### src/design/pt2262_symbol_pkg.sv
`default_nettype none

package pt2262_symbol_pkg;

    // Frame layout
    localparam int ADDR_PINS         = 8;              // A0 to A7
    localparam int DATA_BITS         = 4;              // D3 down to D0
    localparam int SYMBOLS_PER_FRAME = ADDR_PINS + DATA_BITS + 1; // Twelve symbols plus sync
    localparam int PIN_CODE_BITS     = 2;              // Bits per tri-state pin

    // The four symbols as the sequencer names them
    typedef enum logic [1:0] {
        sym_zero  = 2'b00,
        sym_one   = 2'b01,
        sym_float = 2'b10,
        sym_sync  = 2'b11
    } symbol_kind_t;

    // Same two bits as the shaper reads them
    typedef struct packed {
        logic special; // Set for F and sync
        logic level;   // Zero or one, or float or sync when special
    } symbol_fields_t;

    // One symbol word, two decodes
    typedef union packed {
        symbol_kind_t   kind;
        symbol_fields_t fields;
    } symbol_word_t;

    // Pin encodings, either code with the high bit set floats
    typedef enum logic [1:0] {
        pin_zero  = 2'b00,
        pin_one   = 2'b01,
        pin_float = 2'b10
    } pin_code_t;

endpackage

`default_nettype wire

### src/design/pt2262_timing_pkg.sv
`default_nettype none

package pt2262_timing_pkg;

    // Pulse widths in alpha units
    localparam int SHORT_SLOTS = 4;
    localparam int LONG_SLOTS  = 12;

    // One half of a data symbol, one high pulse and one low gap
    localparam int HALF_SYMBOL_SLOTS = SHORT_SLOTS + LONG_SLOTS;

    // Whole symbol lengths
    localparam int DATA_SYMBOL_SLOTS = 2 * HALF_SYMBOL_SLOTS; // 32 alpha
    localparam int SYNC_SYMBOL_SLOTS = 128;                    // 4 high, 124 low

    // Slot counter width, sized by the longest symbol
    localparam int SLOT_BITS = $clog2(SYNC_SYMBOL_SLOTS);

endpackage

`default_nettype wire

### src/design/tick_divider.sv
`timescale 1ns/1ps
`default_nettype none

module tick_divider #(
    parameter int DIVIDER = 250 // clk cycles per alpha
) (
    input  wire  clk,
    input  wire  reset,
    output logic tick
);

    localparam int CNT_BITS = (DIVIDER > 2) ? $clog2(DIVIDER) : 1;
    localparam logic [CNT_BITS-1:0] LAST_COUNT = CNT_BITS'(DIVIDER - 1);

    logic [CNT_BITS-1:0] count;

    always_ff @(posedge clk) begin
        if (reset) begin
            count <= '0;
        end else if (count == LAST_COUNT) begin
            count <= '0;                   // Wrap, one alpha elapsed
        end else begin
            count <= count + 1'b1;
        end
    end

    // One cycle strobe on the wrap, low after reset since count starts at 0
    assign tick = (count == LAST_COUNT);

endmodule

`default_nettype wire

### src/design/address_interpreter.sv
`timescale 1ns/1ps
`default_nettype none

module address_interpreter import pt2262_symbol_pkg::*; (
    input  wire  [PIN_CODE_BITS*ADDR_PINS-1:0] addr_code,  // Two bits per pin, pin 0 lowest
    output logic [ADDR_PINS-1:0]               addr_level,
    output logic [ADDR_PINS-1:0]               addr_float
);

    pin_code_t pin_code [ADDR_PINS];

    // Split the word into one code per pin
    always_comb begin
        for (int i = 0; i < ADDR_PINS; i++) begin
            pin_code[i] = pin_code_t'(addr_code[PIN_CODE_BITS*i +: PIN_CODE_BITS]);
        end
    end

    always_comb begin
        for (int i = 0; i < ADDR_PINS; i++) begin
            // High bit set floats, low bit is then a don't care
            addr_float[i] = pin_code[i][1];
            // Level only meaningful for a driven pin
            addr_level[i] = (pin_code[i] == pin_one);
        end
    end

endmodule

`default_nettype wire

### src/design/symbol_shaper.sv
`timescale 1ns/1ps
`default_nettype none

module symbol_shaper import pt2262_symbol_pkg::*, pt2262_timing_pkg::*; (
    input  wire               clk,
    input  wire               reset,
    input  wire               tick,          // One alpha strobe
    input  wire               symbol_start,  // Restart the slot counter
    input  wire symbol_word_t symbol,        // Read through the fields view
    output logic              line,          // Registered waveform
    output logic              symbol_done    // Tick closing the last slot
);

    localparam logic [SLOT_BITS-1:0] SHORT_W    = SLOT_BITS'(SHORT_SLOTS);
    localparam logic [SLOT_BITS-1:0] LONG_W     = SLOT_BITS'(LONG_SLOTS);
    localparam logic [SLOT_BITS-1:0] HALF_W     = SLOT_BITS'(HALF_SYMBOL_SLOTS);
    localparam logic [SLOT_BITS-1:0] DATA_LAST  = SLOT_BITS'(DATA_SYMBOL_SLOTS - 1);
    localparam logic [SLOT_BITS-1:0] SYNC_LAST  = SLOT_BITS'(SYNC_SYMBOL_SLOTS - 1);

    logic [SLOT_BITS-1:0] slot;      // Slot currently on the line
    logic                 active;    // A symbol is being shaped
    logic                 is_sync;
    logic [SLOT_BITS-1:0] last_slot;

    // Line level for one slot of a symbol
    function automatic logic slot_level(input logic [SLOT_BITS-1:0] slot_idx,
                                        input symbol_fields_t f);
        logic [SLOT_BITS-1:0] first_high;
        logic [SLOT_BITS-1:0] second_high;
        first_high  = (!f.special && f.level) ? LONG_W : SHORT_W; // Long only for a one
        second_high = (f.special || f.level) ? LONG_W : SHORT_W;  // Long for one and F
        if (f.special && f.level) begin
            return slot_idx < SHORT_W;                             // Sync, short pulse then gap
        end else if (slot_idx < HALF_W) begin
            return slot_idx < first_high;
        end else begin
            return (slot_idx - HALF_W) < second_high;
        end
    endfunction

    assign is_sync   = symbol.fields.special & symbol.fields.level;
    assign last_slot = is_sync ? SYNC_LAST : DATA_LAST;

    // Coincides with the tick that closes the final slot
    assign symbol_done = tick & active & (slot == last_slot);

    always_ff @(posedge clk) begin
        if (reset) begin
            slot   <= '0;
            active <= 1'b0;
            line   <= 1'b0;
        end else if (symbol_start) begin
            slot   <= '0;
            active <= 1'b1;
            // Every symbol opens high, so the word still held here is not needed
            line   <= 1'b1;
        end else if (tick && active) begin
            if (slot == last_slot) begin
                active <= 1'b0;                             // No follow-up symbol, go quiet
                line   <= 1'b0;
            end else begin
                slot   <= slot + 1'b1;
                line   <= slot_level(slot + 1'b1, symbol.fields); // Level of the slot ahead
            end
        end
    end

endmodule

`default_nettype wire

### src/design/frame_sequencer.sv
`timescale 1ns/1ps
`default_nettype none

module frame_sequencer import pt2262_symbol_pkg::*; (
    input  wire                  clk,
    input  wire                  reset,
    input  wire                  tick,
    input  wire  [ADDR_PINS-1:0] addr_level,
    input  wire  [ADDR_PINS-1:0] addr_float,
    input  wire  [DATA_BITS-1:0] data,
    input  wire                  symbol_done,
    output symbol_word_t         symbol,        // Held for the whole symbol
    output logic                 symbol_start,  // Same cycle as the opening tick
    output logic                 in_sync
);

    localparam int POS_BITS = $clog2(SYMBOLS_PER_FRAME);
    localparam logic [POS_BITS-1:0] LAST_POS = POS_BITS'(SYMBOLS_PER_FRAME - 1);

    typedef enum logic {
        st_idle,
        st_run
    } seq_state_t;

    seq_state_t           state;
    logic [POS_BITS-1:0]  pos;          // 0 to 7 address, 8 to 11 data, 12 sync
    logic [POS_BITS-1:0]  next_pos;
    logic                 advance;
    logic                 wrap;         // Next symbol is A0
    logic [ADDR_PINS-1:0] level_q;      // Inputs sampled at frame start
    logic [ADDR_PINS-1:0] float_q;
    logic [DATA_BITS-1:0] data_q;
    logic [ADDR_PINS-1:0] src_level;
    logic [ADDR_PINS-1:0] src_float;
    logic [DATA_BITS-1:0] src_data;
    symbol_word_t         next_symbol;

    // Symbol for one frame position
    function automatic symbol_word_t pick_symbol(input logic [POS_BITS-1:0] p,
                                                 input logic [ADDR_PINS-1:0] lvl,
                                                 input logic [ADDR_PINS-1:0] flt,
                                                 input logic [DATA_BITS-1:0] d);
        symbol_word_t w;
        int           idx;
        idx = int'(p);
        if (idx < ADDR_PINS) begin
            if (flt[idx]) begin
                w.kind = sym_float;                       // Floating pin wins
            end else begin
                w.kind = lvl[idx] ? sym_one : sym_zero;
            end
        end else if (idx < ADDR_PINS + DATA_BITS) begin
            idx    = ADDR_PINS + DATA_BITS - 1 - idx;     // D3 goes out first
            w.kind = d[idx] ? sym_one : sym_zero;
        end else begin
            w.kind = sym_sync;
        end
        return w;
    endfunction

    // First tick out of idle, then each symbol end
    assign advance      = tick && ((state == st_idle) || symbol_done);
    assign symbol_start = advance;
    assign wrap         = (state == st_idle) || (pos == LAST_POS);
    assign next_pos     = wrap ? '0 : pos + 1'b1;

    // A0 is picked from the live inputs, the rest from the sampled copy
    assign src_level   = wrap ? addr_level : level_q;
    assign src_float   = wrap ? addr_float : float_q;
    assign src_data    = wrap ? data : data_q;
    assign next_symbol = pick_symbol(next_pos, src_level, src_float, src_data);

    always_ff @(posedge clk) begin
        if (reset) begin
            state       <= st_idle;
            pos         <= '0;
            symbol.kind <= sym_zero;
        end else if (advance) begin
            state  <= st_run;
            pos    <= next_pos;
            symbol <= next_symbol;
        end
    end

    always_ff @(posedge clk) begin
        if (advance && wrap) begin
            level_q <= addr_level; // Mid-frame changes wait for the next A0
            float_q <= addr_float;
            data_q  <= data;
        end
    end

    // Symbol and line change on the same edge, so this lines up with the sync pulse
    assign in_sync = (state == st_run) && (symbol.kind == sym_sync);

endmodule

`default_nettype wire

### src/design/pt2262_encoder_top.sv
`timescale 1ns/1ps
`default_nettype none

module pt2262_encoder_top import pt2262_symbol_pkg::*; #(
    parameter int DIVIDER = 250 // 12 kHz alpha from a 3 MHz clk
) (
    input  wire                                clk,
    input  wire                                reset,
    input  wire  [PIN_CODE_BITS*ADDR_PINS-1:0] addr_code,  // Tri-state pin codes
    input  wire  [DATA_BITS-1:0]               data,
    output logic                               cod_o,      // Serial code line
    output logic                               sync        // Line during sync only
);

    logic                 tick;
    logic [ADDR_PINS-1:0] addr_level;
    logic [ADDR_PINS-1:0] addr_float;
    symbol_word_t         symbol;
    logic                 symbol_start;
    logic                 symbol_done;
    logic                 in_sync;
    logic                 line;

    tick_divider #(
        .DIVIDER (DIVIDER)
    ) i_tick_divider (
        .clk   (clk),
        .reset (reset),
        .tick  (tick)
    );

    // Combinational pin decode
    address_interpreter i_address_interpreter (
        .addr_code  (addr_code),
        .addr_level (addr_level),
        .addr_float (addr_float)
    );

    frame_sequencer i_frame_sequencer (
        .clk          (clk),
        .reset        (reset),
        .tick         (tick),
        .addr_level   (addr_level),
        .addr_float   (addr_float),
        .data         (data),
        .symbol_done  (symbol_done),
        .symbol       (symbol),
        .symbol_start (symbol_start),
        .in_sync      (in_sync)
    );

    symbol_shaper i_symbol_shaper (
        .clk          (clk),
        .reset        (reset),
        .tick         (tick),
        .symbol_start (symbol_start),
        .symbol       (symbol),
        .line         (line),
        .symbol_done  (symbol_done)
    );

    assign cod_o = line;
    assign sync  = line & in_sync; // Only the short sync pulse shows here

endmodule

`default_nettype wire

### config.mk
export PLATFORM = sky130hd
export DESIGN_NAME = pt2262_encoder_top
export DESIGN_NICKNAME = d
export VERILOG_FILES = /design/src/design/pt2262_symbol_pkg.sv /design/src/design/pt2262_timing_pkg.sv /design/src/design/tick_divider.sv /design/src/design/address_interpreter.sv /design/src/design/symbol_shaper.sv /design/src/design/frame_sequencer.sv /design/src/design/pt2262_encoder_top.sv
export SDC_FILE = /design/constraint.sdc
export NUM_CORES = 1
export LEC_CHECK = 0
export ABC_AREA = 1
export BUFFER_PORTS_ARGS = -buffer_cell sky130_fd_sc_hd__buf_2
export CORE_MARGIN = 2
export CORE_UTILIZATION = 53
export DETAILED_ROUTE_END_ITERATION = 6
export PLACE_DENSITY = 0.83
export SETUP_SLACK_MARGIN = 0.05
export SLEW_MARGIN = 10
export SYNTH_ARGS = -nofsm -noshare
export SYNTH_HDL_FRONTEND = slang
export SYNTH_SLANG_ARGS = --single-unit
export TNS_END_PERCENT = 100
### constraint.sdc
create_clock -name clk -period 2.25 [get_ports clk]
set_input_delay 0.225 -clock clk [delete_from_list [all_inputs] [get_ports clk]]
set_output_delay 0.225 -clock clk [all_outputs]
set_load 0.01 [all_outputs]
* After elaboration in Yosys (flattened, before gate mapping)
Index checks and enable logic that the tools add are counted.
** Operators by class
- Add/subtract/negate cells :: 5
- Multiply operators :: 0
- Divide/modulo/power cells :: 0
- Magnitude comparators :: 8
- Eq/ne operators :: 12
- Shift operators :: 0
- Mux-type cells :: 27
- Bitwise gates (word level) :: 6
- Reductions and logical operators :: 16
** Operator list (count)
- $lt A32 B4 Y1 const B :: 1
- $eq A2 B1 Y1 const B :: 8
- $mux W4 :: 4
- $mux W8 :: 2
- $lt A7 B7 Y1 :: 2
- $mux W1 :: 14
- $lt A4 B4 Y1 const B :: 3
- $add A8 B1 Y8 const B :: 1
- $eq A8 B8 Y1 const B :: 1
- $add A7 B1 Y7 const B :: 1
- $eq A7 B7 Y1 :: 1
- $lt A7 B3 Y1 const B :: 1
- $lt A7 B5 Y1 const B :: 1
- $mux W7 :: 1
- $sub A7 B5 Y7 const B :: 1
- $bmux W1 S3 :: 2
- $logic_and A1 B1 Y1 :: 6
- $mux W2 :: 3
- $sub A4 B4 Y5 const A :: 1
- $add A4 B1 Y4 const B :: 1
- $and A1 B1 Y1 :: 4
- $eq A4 B4 Y1 const B :: 1
- $reduce_and A2 Y1 :: 2
- $reduce_bool A2 Y1 :: 2
- other kinds (6) :: 10
** Word-level totals
- Register bits :: 44
- Latch bits :: 0
- RAM bits :: 0
- Bits in read-only memories :: 0
- Bits of input ports :: 22
- Output and inout bits :: 2
- Word-level logic and storage cells :: 84
- Memories :: 0

* Depth between registers and ports, before layout
Gate-level depths: netlist (run 1).
- Depth after elaboration :: 10
- Mapped depth :: 12
- Gate-level depth less buffers :: 12

* Modules after synthesis
From an unflattened synthesis (run 1), not the netlist that was laid out.
** Second synthesis, totals
- Cells, all modules :: 337
- Area total of the unflattened synthesis :: 2616.3 µm²
** By module, submodules not included
- frame_sequencer :: times used 1, cells each 154, area an instance 1382.6 µm², seq. area each 740.7 µm²
- symbol_shaper :: times used 1, cells each 104, area an instance 695.7 µm², seq. area each 180.2 µm²
- tick_divider :: times used 1, cells each 53, area an instance 390.4 µm², seq. area each 160.2 µm²
- address_interpreter :: times used 1, cells each 24, area an instance 140.1 µm², seq. area each 0.0 µm²
- pt2262_encoder_top :: times used 1, cells each 2, area an instance 7.5 µm², seq. area each 0.0 µm²

* Worst setup path before layout (run 1)
Ideal clock, no wire load.
- Kind :: register to register
- Start :: register i_tick_divider.count[0]
- End :: register i_frame_sequencer.data_q[0] (enable)
- Setup time :: 397 ps
- Data arrival time :: 2095 ps
- Data required time :: 1853 ps
- Slack :: -242 ps
- Cell stages (with the launch flop) :: 11
- Path buffers :: 1
- Period minus slack after synthesis :: 2492 ps
- Cell sequence :: dfxtp_1 ha_1 nand2_1 nor2_2 nand2_4 nor2_8 nand2_1 nand2_2 buf_6 inv_1 nor2_1
** On the way
- Cells in the longest elaborated chain, start to end :: 6
** RTL lines
- from (decl) :: RTL line tick_divider.sv:15 : logic [CNT_BITS-1:0] count;
- from (signal assigned) :: RTL line tick_divider.sv:23 : count <= count + 1'b1;
- $eq A8 B8 Y1 (*) :: RTL line tick_divider.sv:28 : assign tick = (count == LAST_COUNT);
- $and A1 B1 Y1 (2 in series) :: RTL line symbol_shaper.sv:45 : assign symbol_done = tick & active & (slot == last_slot);
- $logic_or A1 B1 Y1 :: RTL line frame_sequencer.sv:62 : assign advance = tick && ((state == st_idle) || symbol_done);
- $logic_and A1 B1 Y1 (*) :: RTL line frame_sequencer.sv:62
- $logic_and A1 B1 Y1 (*) :: RTL line frame_sequencer.sv:86 : if (advance && wrap) begin
- to (signal assigned) :: RTL line frame_sequencer.sv:89 : data_q <= data;
- to (decl) :: RTL line frame_sequencer.sv:32 : logic [DATA_BITS-1:0] data_q;
Every way passes the cells marked *; elsewhere a longest branch is shown, timed or not.
A chain may end at the register's enable or synchronous reset.

* Final worst setup path (run 1)
- Start :: register i_symbol_shaper.slot[2]
- End :: register i_symbol_shaper.line
** On the way
- Cells in the longest elaborated chain, start to end :: 8
- Elaborated cells between the ends (all ways) :: 16
- Those cells by class :: add/sub: 2; order compare: 4; eq/ne: 1; mux: 5; bitwise: 1; reduce/logical: 3
** RTL lines
- from (decl) :: RTL line symbol_shaper.sv:20 : logic [SLOT_BITS-1:0] slot;
- from (signal assigned) :: RTL line symbol_shaper.sv:62 : slot <= slot + 1'b1;
- $add A7 B1 Y7 :: RTL line symbol_shaper.sv:63 : line <= slot_level(slot + 1'b1, symbol.fields);
- $sub A7 B5 Y7 :: RTL line symbol_shaper.sv:37 : return (slot_idx - HALF_W) < second_high;
- $lt A7 B7 Y1 :: RTL line symbol_shaper.sv:37
- $mux W1 :: RTL line symbol_shaper.sv:34 : end else if (slot_idx < HALF_W) begin
- $mux W1 :: RTL line symbol_shaper.sv:32 : if (f.special && f.level) begin
- $mux W1 :: RTL line symbol_shaper.sv:58 : if (slot == last_slot) begin
- $mux W1 :: RTL line symbol_shaper.sv:57 : end else if (tick && active) begin
- $mux W1 :: RTL line symbol_shaper.sv:52 : end else if (symbol_start) begin
- to (signal assigned) :: RTL line symbol_shaper.sv:63
- to (decl) :: RTL line symbol_shaper.sv:10 : output logic line,
Parallel ways exist; a longest one is shown, timed or not. The select of a mux whose other input is x is not followed.

==> results.txt, run 1 <==
The flow ran to the end, and the final reports show no timing, DRC or antenna violations. After detailed routing, the average wire length per cell comes to 11.89 µm. The net count of the finished layout is 350. The leakage power summed over all cells was 1.249 nW. The die covers 4952 µm². The largest individual stage delay along the critical path comes from the cell sky130_fd_sc_hd__dfxtp_1.

Critical path's most frequent cell: sky130_fd_sc_hd__nand3_1. The tool flagged a number of max-cap violations equal to 0. The starting utilization of the core area came out at 54.37%. Setup repair after global routing left no endpoint under its margin. The kind of launch point of the worst setup path was a register. After synthesis, the cell types taking the most area are sky130_fd_sc_hd__edfxtp_1, sky130_fd_sc_hd__dfxtp_1, sky130_fd_sc_hd__nand2_1. The tools report the final-report max-slew violation count as 0.

Derived from the worst setup path, the maximum achievable clock frequency is 0.5358 GHz. The number of buffers and inverters on the critical path was 2. Detailed placement ended at an HPWL of 3206 µm. Walking the worst path, the cells encountered are nand3_1, xor2_1, inv_1, ha_1, inv_1, nor2_1, o21ai_0, nand3_1, nand2_1, nand3_1, a21oi_1. The share of synthesized area in the top cell type comes to 25.72%. Global routing used 19.92% of the available tracks.

In this run the remaining antenna-violating nets after routing total 0. Pin placement for this block handled 24 I/O pins. The maximum net fanout on the critical path works out to 6. The die is 70.37 µm wide.

After clock tree synthesis, the repair step resized 0 gates. The mean instance size in the synthesized netlist came out at 8.023 µm². Dividing total power by cell area gives a power density of 651.3 nW/µm². The via count of the first global-routing pass came out at 1877. The final-report hold violation count was 0; the transition time of the tightest slew-check pin was 0.4457 ns. The antenna cell count was 0. The most common cell after layout, fill and taps aside is sky130_fd_sc_hd__nand2_1. The run gives 0.008998 ns as the worst clock skew. In this run the standard cell core region covers 4294 µm².

Relative to the synthesized area, the layout overhead comes to 14.58%. Yosys warning count: 0. STA classifies the critical path endpoint as a register. The placer congestion estimate was 0.9361. The floorplan step set the die height to 70.37 µm. The critical path is of the reg2reg type. Dominant delay contributor by cell family on the critical path: simple AND/OR/NAND/NOR gates. The deepest level of the CTS H-tree was 2. The mapped cell area was 2335 µm². The buffer depth of the longest clock path is 2. For this block, the routed nets add up to 4447 µm of wire. The number of antenna violations at the first check in global routing was 0; the number of failing setup endpoints in the final timing report was 0.

The post-synthesis net count was 320; the via count was 1958. Sequential elements use 46.30% of the synthesized area. The worst path in the final design needs a cycle of 1.866 ns, including I/O delays and setup. The total clock buffers created by CTS came out at 5. The run gives 0 as the setup fix buffers added after clock tree synthesis.

After detailed placement, the design holds a cell count of 366. In this run, synthesis produced a sequential element count of 44. Post-synthesis instance total: 291.

The remaining design rule violation count was 0; the final-layout fill cell count was 369. The logs give 0.30 ns for the clock insertion delay at the later pin of the skew report and 374 for the non-filler instance count after layout. The total of buffers placed on input and output ports is 23.

Entering global routing, the biggest net connects 21 pins. For the worst voltage drop across the vdd grid, the log shows 0.4119 mV. The area used by multi-input combinational logic is 1049 µm². In the final timing run, aggregate negative setup slack is 0 ns.

The power after layout is 0.001742 W, and the critical path arrival is 2.11 ns. TritonCTS built the clock tree. Cell accounting for the most synthesized area: sky130_fd_sc_hd__edfxtp_1. Of the available clock period, the critical path in the final layout requires 82.95%.

The first-pass GRT wire length is 7872 µm. After global routing the overflow that remains totals 0. The number of vias per cell after detailed routing is 5.235.

Cell row count: 24. Hold is met by 0.09703 ns. For this design, the sink count on the clock tree is 44.

The tools report the clock root buffer master as sky130_fd_sc_hd__clkbuf_8. Data on the critical path is required at its endpoint by 2.49 ns. Leaving out fill and tap cells, the most frequent cells in the layout are sky130_fd_sc_hd__nand2_1, sky130_fd_sc_hd__inv_1, sky130_fd_sc_hd__nor2_1, sky130_fd_sc_hd__dfxtp_1, sky130_fd_sc_hd__buf_2.

Counting distinct cell types in the post-synthesis netlist gives 34. In this run the worst hold path is classified as in2reg. The share of layout cells above drive strength 1 is 18.63%, and the first-iteration detailed-routing DRC count is 129.

In this run, post-CTS hold repair placed 0 buffers. The iteration count of the initial detailed-routing pass is 4, and the tightest slew margin relative to the limit is 70.25%. After clock tree synthesis, the clock-pin slew on the worst setup and hold paths is 0.09 ns. The sequential cells in the finished layout cover a total of 1081 µm². In this design, the stage delay of the slowest critical-path cell is 0.42 ns.
## state kept, by name, indices dropped and copies added (netlist names)
| signal | count |
|---|---|
| i_frame_sequencer.state | 1 |
| i_frame_sequencer.symbol | 2 |
| i_frame_sequencer.level_q | 8 |
| i_tick_divider.count | 8 |
| i_frame_sequencer.float_q | 8 |
| i_frame_sequencer.pos | 4 |
| i_symbol_shaper.active | 1 |
| i_frame_sequencer.data_q | 4 |
| i_symbol_shaper.line | 1 |
| i_symbol_shaper.slot | 7 |
## final timing paths
| check | startpoint | endpoint | slack (ns) | depth (start not counted) |
|---|---|---|---|---|
| setup reg to reg | i_symbol_shaper.slot[2] | i_symbol_shaper.line | 0.38 | 11 |
| hold reg to reg | i_symbol_shaper.slot[1] | i_symbol_shaper.slot[1] | 0.49 | 2 |
| setup / recovery | i_symbol_shaper.slot[2] | i_symbol_shaper.line | 0.38 | 11 |
| hold / removal | data[0] | i_frame_sequencer.data_q[0] | 0.1 | 1 |
## cell type report
type / instances / area share (%)
inverter: 49 / 6.876
clock inverter: 3 / 3.368
tap: 52 / 2.432
multi-input combinational: 195 / 39.20
clock buffer: 5 / 2.572
timing repair buffer: 26 / 5.145
sequential: 44 / 40.41
## per-stage QoR
step                      setup WS (ns)  utilization, %  instance area [µm²]
final                            0.3836           62.30                 2675
after global routing             0.1439           62.30                 2675
after CTS                        0.3917           62.30                 2675
after detailed placement         0.4070           58.60                 2516
after global placement           0.4669           58.60                 2516
after floorplan                 0.08765               -                 2337
## logic make-up after synthesis
logic type      after synthesis  synth area share [%]
xor+xnor                      5                 1.876
buf+inv                      52                 8.896
compound gates               34                 8.628
flops                        44                 46.30
simple gates                149                 30.55
fa+ha+maj                     7                 3.751
## synth_stat cells (all sizes together)
cell / count
nand2: 75
inv: 49
nor2: 38
dfxtp: 24
a21oi: 22
nand3: 21
edfxtp: 20
nand4: 8
o21ai: 8
ha: 7
xor2: 4
buf: 3
nand3b: 2
nor3: 2
or2: 2
a211oi: 1
a31oi: 1
nor3b: 1
o211ai: 1
o22ai: 1
xnor2: 1
## report_power, final
part	switching (W)	total [W]	internal (W)
combinational	0.0000311	0.0000572	0.0000261
clock	0.000288	0.000843	0.000555
sequential	0.00000445	0.000842	0.000838
## per-layer routing
layer / GRT usage [%] / part of all wire, %
met2: 33.65 / 50
met4: 8.120 / 1.5
met1: 23.84 / 44
met3: 5.483 / 4.8
met5: 0 / 0
## worst reg2reg max path, cell delays in order, from the launching register on
cell and delay, ns:
sky130_fd_sc_hd__dfxtp_1 0.42, sky130_fd_sc_hd__nand3_1 0.14, sky130_fd_sc_hd__xor2_1 0.18, sky130_fd_sc_hd__inv_1 0.11, sky130_fd_sc_hd__ha_1 0.30, sky130_fd_sc_hd__inv_1 0.05
sky130_fd_sc_hd__nor2_1 0.04, sky130_fd_sc_hd__o21ai_0 0.18, sky130_fd_sc_hd__nand3_1 0.10, sky130_fd_sc_hd__nand2_1 0.08, sky130_fd_sc_hd__nand3_1 0.07, sky130_fd_sc_hd__a21oi_1 0.13
(Power assumes the default switching activity.)
==> run 2, diff against run 1 <==
--- a/config.mk
+++ b/config.mk
@@ -5,12 +5,12 @@
 export SDC_FILE = /design/constraint.sdc
 export NUM_CORES = 1
 export LEC_CHECK = 0
-export ABC_AREA = 1
+export ABC_AREA = 0
 export BUFFER_PORTS_ARGS = -buffer_cell sky130_fd_sc_hd__buf_2
 export CORE_MARGIN = 2
-export CORE_UTILIZATION = 53
+export CORE_UTILIZATION = 58
 export DETAILED_ROUTE_END_ITERATION = 6
-export PLACE_DENSITY = 0.83
+export PLACE_DENSITY = 0.86
 export SETUP_SLACK_MARGIN = 0.05
 export SLEW_MARGIN = 10
 export SYNTH_ARGS = -nofsm -noshare
==> constraint.sdc (replaced) <==
create_clock -name clk -period 1.8 [get_ports clk]
set_input_delay 0.18 -clock clk [delete_from_list [all_inputs] [get_ports clk]]
set_output_delay 0.18 -clock clk [all_outputs]
set_load 0.01 [all_outputs]
==> run 2 against run 1 <==
Against the previous run: highest routed layer unchanged; largest power group is now sequential cells; cell count down 11%; via count rose by 8.6%; the run now ends with setup timing left; non-clock buffer count rose by 46; combinational power grew 34%; power rose by 10%; sequential share of layout area shrank 5.5 points; sequential power up 25%.
==> results.txt, run 2 <==
The cell accounting for the most synthesized area was sky130_fd_sc_hd__edfxtp_1. The worst path in the final design needs a cycle of 2.113 ns, including I/O delays and setup. The worst endpoint required time was 2.03 ns. The run gives 15 as the largest net degree at the start of global routing. Setup repair after global routing could not meet its margin everywhere. By instance count, the leading cell after synthesis is sky130_fd_sc_hd__nor2_1.

The worst hold path terminates at i_frame_sequencer.data_q[0]. In the routed design, unresolved DRC markers number 0. Setup violations remaining at the end of the flow were counted as 27. The deepest level of the CTS H-tree is 2. The run finished, with violations left. The endpoint of the worst register-to-register path was i_frame_sequencer.symbol[0]. At the later pin of the worst-skew pair, clock insertion delay measures 0.32 ns. The Yosys step of the flow raised 0 warnings. By area the synthesized netlist is led by sky130_fd_sc_hd__edfxtp_1, sky130_fd_sc_hd__dfxtp_1, sky130_fd_sc_hd__nor2_1. Routed signal wires occupy layers up through met4. The clock drives 44 sinks. For the overall routing resource usage, the log shows 28.33%. Counting flops with an async set or reset pin after synthesis yields a share of 0%.

The HPWL after detailed placement is 3844 µm. The worst-case setup slack after placement was -0.2686 ns; the worst voltage drop across the vdd grid was 0.5805 mV. The library cell used most frequently in the layout, excluding fill and tap cells, is sky130_fd_sc_hd__buf_4. The run gives 74.26% as the tightest slew margin relative to the limit. Max-cap violations in this run came to 0. Across all layers, the routed design uses 2126 vias.

Derived from the worst setup path, the maximum achievable clock frequency is 0.4733 GHz. Synthesized flop and latch total: 44. The area growth from synthesis to layout is 37.75%.

The transition time of the tightest slew-check pin came out at 0.3856 ns. The sort of element at the end of the critical path was a register. Ranked by instance count, the synthesized netlist is headed by sky130_fd_sc_hd__nor2_1, sky130_fd_sc_hd__dfxtp_1, sky130_fd_sc_hd__edfxtp_1, sky130_fd_sc_hd__a21oi_1, sky130_fd_sc_hd__nand2_1. The routed metal-1 wire length was 2771 µm; the number of enable-type register cells in the synthesized netlist was 20. The area fraction of the dominant cell type after synthesis came out at 26.42%. The first global-routing pass estimated 9059 µm of wire. The die covers 4436 µm². The leakage power summed over all cells was 1.145 nW. The critical setup path kind was reg2reg. The mapped netlist covers 2273 µm². For the wire length reported by the detailed router, the log shows 7555 µm. For the number of antenna violations at the first check in global routing, the log shows 0.

Among all flip-flop cells after synthesis, the most frequent one is sky130_fd_sc_hd__dfxtp_1. The count of cells along the worst hold path works out to 1. The placer congestion estimate was 0.8179; the routed length on met2 was 3728 µm.

The final-report max-slew violation count came out at 0. The number of vias per cell after detailed routing was 6.404; the worst-case reg-to-reg path depth was 7. The largest registers in the layout are i_frame_sequencer.float_q: 8 flops, i_frame_sequencer.level_q: 8 flops, i_tick_divider.count: 8 flops. The worst setup path is launched from a register. The number of different library cells used by synthesis comes to 50. The via count of the first global-routing pass was 1930; the total of buffers placed on input and output ports was 23. The horizontal die dimension is 66.61 µm, and the clock transition at the register clock pins on the worst setup and hold paths after CTS is 0.10 ns. Synthesis produced 213 cells.

STA puts the critical path data arrival time at 2.34 ns. The first routing iteration left 286 violations. The startpoint identified for the worst register-to-register timing path is i_frame_sequencer.pos[1].

The fraction of the yosys area taken by sequential cells is 47.55%, and the final cycle utilization of the critical path is 117.4%. The run gives -0.3130 ns as the worst-case setup margin in the final layout. The logs give 3716 µm² for the core area and 0 for the number of routed nets with antenna violations. In the final layout, the share of cells above drive strength 1 is 43.66%. In the final design database the tool counted 312 nets.

The run gives 84.28% as the share of the core filled with cells. The kind of path behind the tightest hold check is in2reg. The number of nets handed over by synthesis was 242. The mean instance size in the synthesized netlist came out at 10.67 µm². The first detailed-routing pass ran for 5 iterations. The power density over the cells is 614.3 nW/µm², and the slack of the worst reg-to-reg path is -0.31 ns.

TritonCTS built the clock tree. Leaving out fill and tap cells, the most frequent cells in the layout are sky130_fd_sc_hd__buf_4, sky130_fd_sc_hd__nor2_1, sky130_fd_sc_hd__buf_2, sky130_fd_sc_hd__edfxtp_1, sky130_fd_sc_hd__dfxtp_1. Height of the die: 66.61 µm.

The checks that failed: setup timing. Wire segments on met3 add up to 560 µm in the final route. For this design the top-level I/O count stands at 24. The buffer depth of the longest clock path is 2.

The tools report the clock root buffer master as sky130_fd_sc_hd__clkbuf_8. The worst clock skew was 0.01731 ns; the residual overflow from global routing was 0. Startpoint of the tightest hold check path: data[0]. The design draws 0.001924 W.

For this configuration, the core starts out at a cell density of 61.18%. Total clock buffers created by CTS: 5. Maximum net fanout on the critical path: 4.

Dividing the detail-routed wire length by the instance count gives 22.76 µm. The antenna cell count was 0. The final-report hold violation count was 0. The floorplan has 22 rows.
run 2: cell types whose count changed after synthesis, moves of 4 or more:
cell | before | now
sky130_fd_sc_hd__a21oi_1 | 20 | 15
sky130_fd_sc_hd__and4_1 | 0 | 4
sky130_fd_sc_hd__inv_1 | 45 | 4
sky130_fd_sc_hd__mux2i_1 | 0 | 5
sky130_fd_sc_hd__nand2_1 | 68 | 14
sky130_fd_sc_hd__nand2_4 | 4 | 0
sky130_fd_sc_hd__nand3_1 | 19 | 9
sky130_fd_sc_hd__nand4_1 | 8 | 2
sky130_fd_sc_hd__nor2_1 | 34 | 27
sky130_fd_sc_hd__nor2b_1 | 0 | 8
sky130_fd_sc_hd__xnor2_1 | 1 | 6
run 2: cells by family after synthesis:
logic type	count (synthesis)	share of synthesized area (%)
adder cells (fa/ha/maj)	7	3.852
multiplexers	11	7.980
AND/OR/NAND/NOR	83	19.87
AO/OA/AOI/OAI	41	11.94
flip-flops	44	47.55
XOR/XNOR	12	4.623
buffers and inverters	15	4.182
run 2: area by class of cell:
| cell class | count | area, µm² |
|---|---|---|
| inverters | 6 | 25.02 |
| well taps | 48 | 60.06 |
| fillers | 195 | 584.3 |
| clock inverters | 3 | 42.54 |
| clock buffers | 5 | 68.82 |
| repair buffers | 72 | 576.8 |
| multi-input cells | 154 | 1265 |
| flip-flops and latches | 44 | 1094 |
run 2: through the flow:
| step | cells | TNS [ns] | area (µm²) | hold slack [ns] |
|---|---|---|---|---|
| floorplan | 213 | -8.767 | 2344 | 0.2789 |
| global placement | 310 | -0.5869 | 2725 | 0.3565 |
| detailed placement | 310 | -3.041 | 2725 | 0.3586 |
| CTS | 322 | -3.421 | 2949 | 0.04259 |
| global route | 332 | -7.966 | 3132 | 0.03413 |
| finish | 332 | -6.584 | 3132 | 0.03987 |
run 2: power breakdown:
part / internal (W) / switching [W] / leakage (nW) / total, W
Sequential: 0.00104 / 0.00000680 / 0.378 / 0.00105
Combinational: 0.0000390 / 0.0000376 / 0.711 / 0.0000767
Clock: 0.000412 / 0.000384 / 0.0558 / 0.000796
run 2: how the worst max path moves through the flow:
stage                        startpoint                           to  slack [ns]
2_1_floorplan   i_symbol_shaper.slot[1]  i_frame_sequencer.data_q[0]       -0.42
3_3_place_gp    i_symbol_shaper.slot[1]         i_symbol_shaper.line       -0.17
3_5_place_dp    i_symbol_shaper.slot[1]         i_symbol_shaper.line       -0.27
4_1_cts        i_frame_sequencer.pos[0]  i_frame_sequencer.symbol[0]       -0.17
5_1_grt         i_symbol_shaper.slot[1]         i_symbol_shaper.line       -0.39
6_report       i_frame_sequencer.pos[1]  i_frame_sequencer.symbol[0]       -0.31
run 2: repair_timing:
action	4_1_cts	5_1_grt
gates resized for setup	14	24
setup buffers	3	9
pin swaps	6	12
endpoints found under the setup margin	34	41
hold buffers	0	0
cloned	1	2
run 2: worst max-delay path, stage by stage, from the launching register on:
cell and delay, ns:
sky130_fd_sc_hd__dfxtp_2 0.36, sky130_fd_sc_hd__inv_2 0.05, sky130_fd_sc_hd__ha_4 0.30, sky130_fd_sc_hd__mux4_2 0.54, sky130_fd_sc_hd__nand3b_1 0.14, sky130_fd_sc_hd__a31oi_2 0.12, sky130_fd_sc_hd__a311o_1 0.32, sky130_fd_sc_hd__a311oi_2 0.19
run 2: metal layers:
metal | GRT usage (%) | up-vias
met4 | 14.03 | 0
met1 | 32.71 | 1000
li1 | - | 918
met5 | 0 | -
met2 | 49.88 | 158
met3 | 5.405 | 50
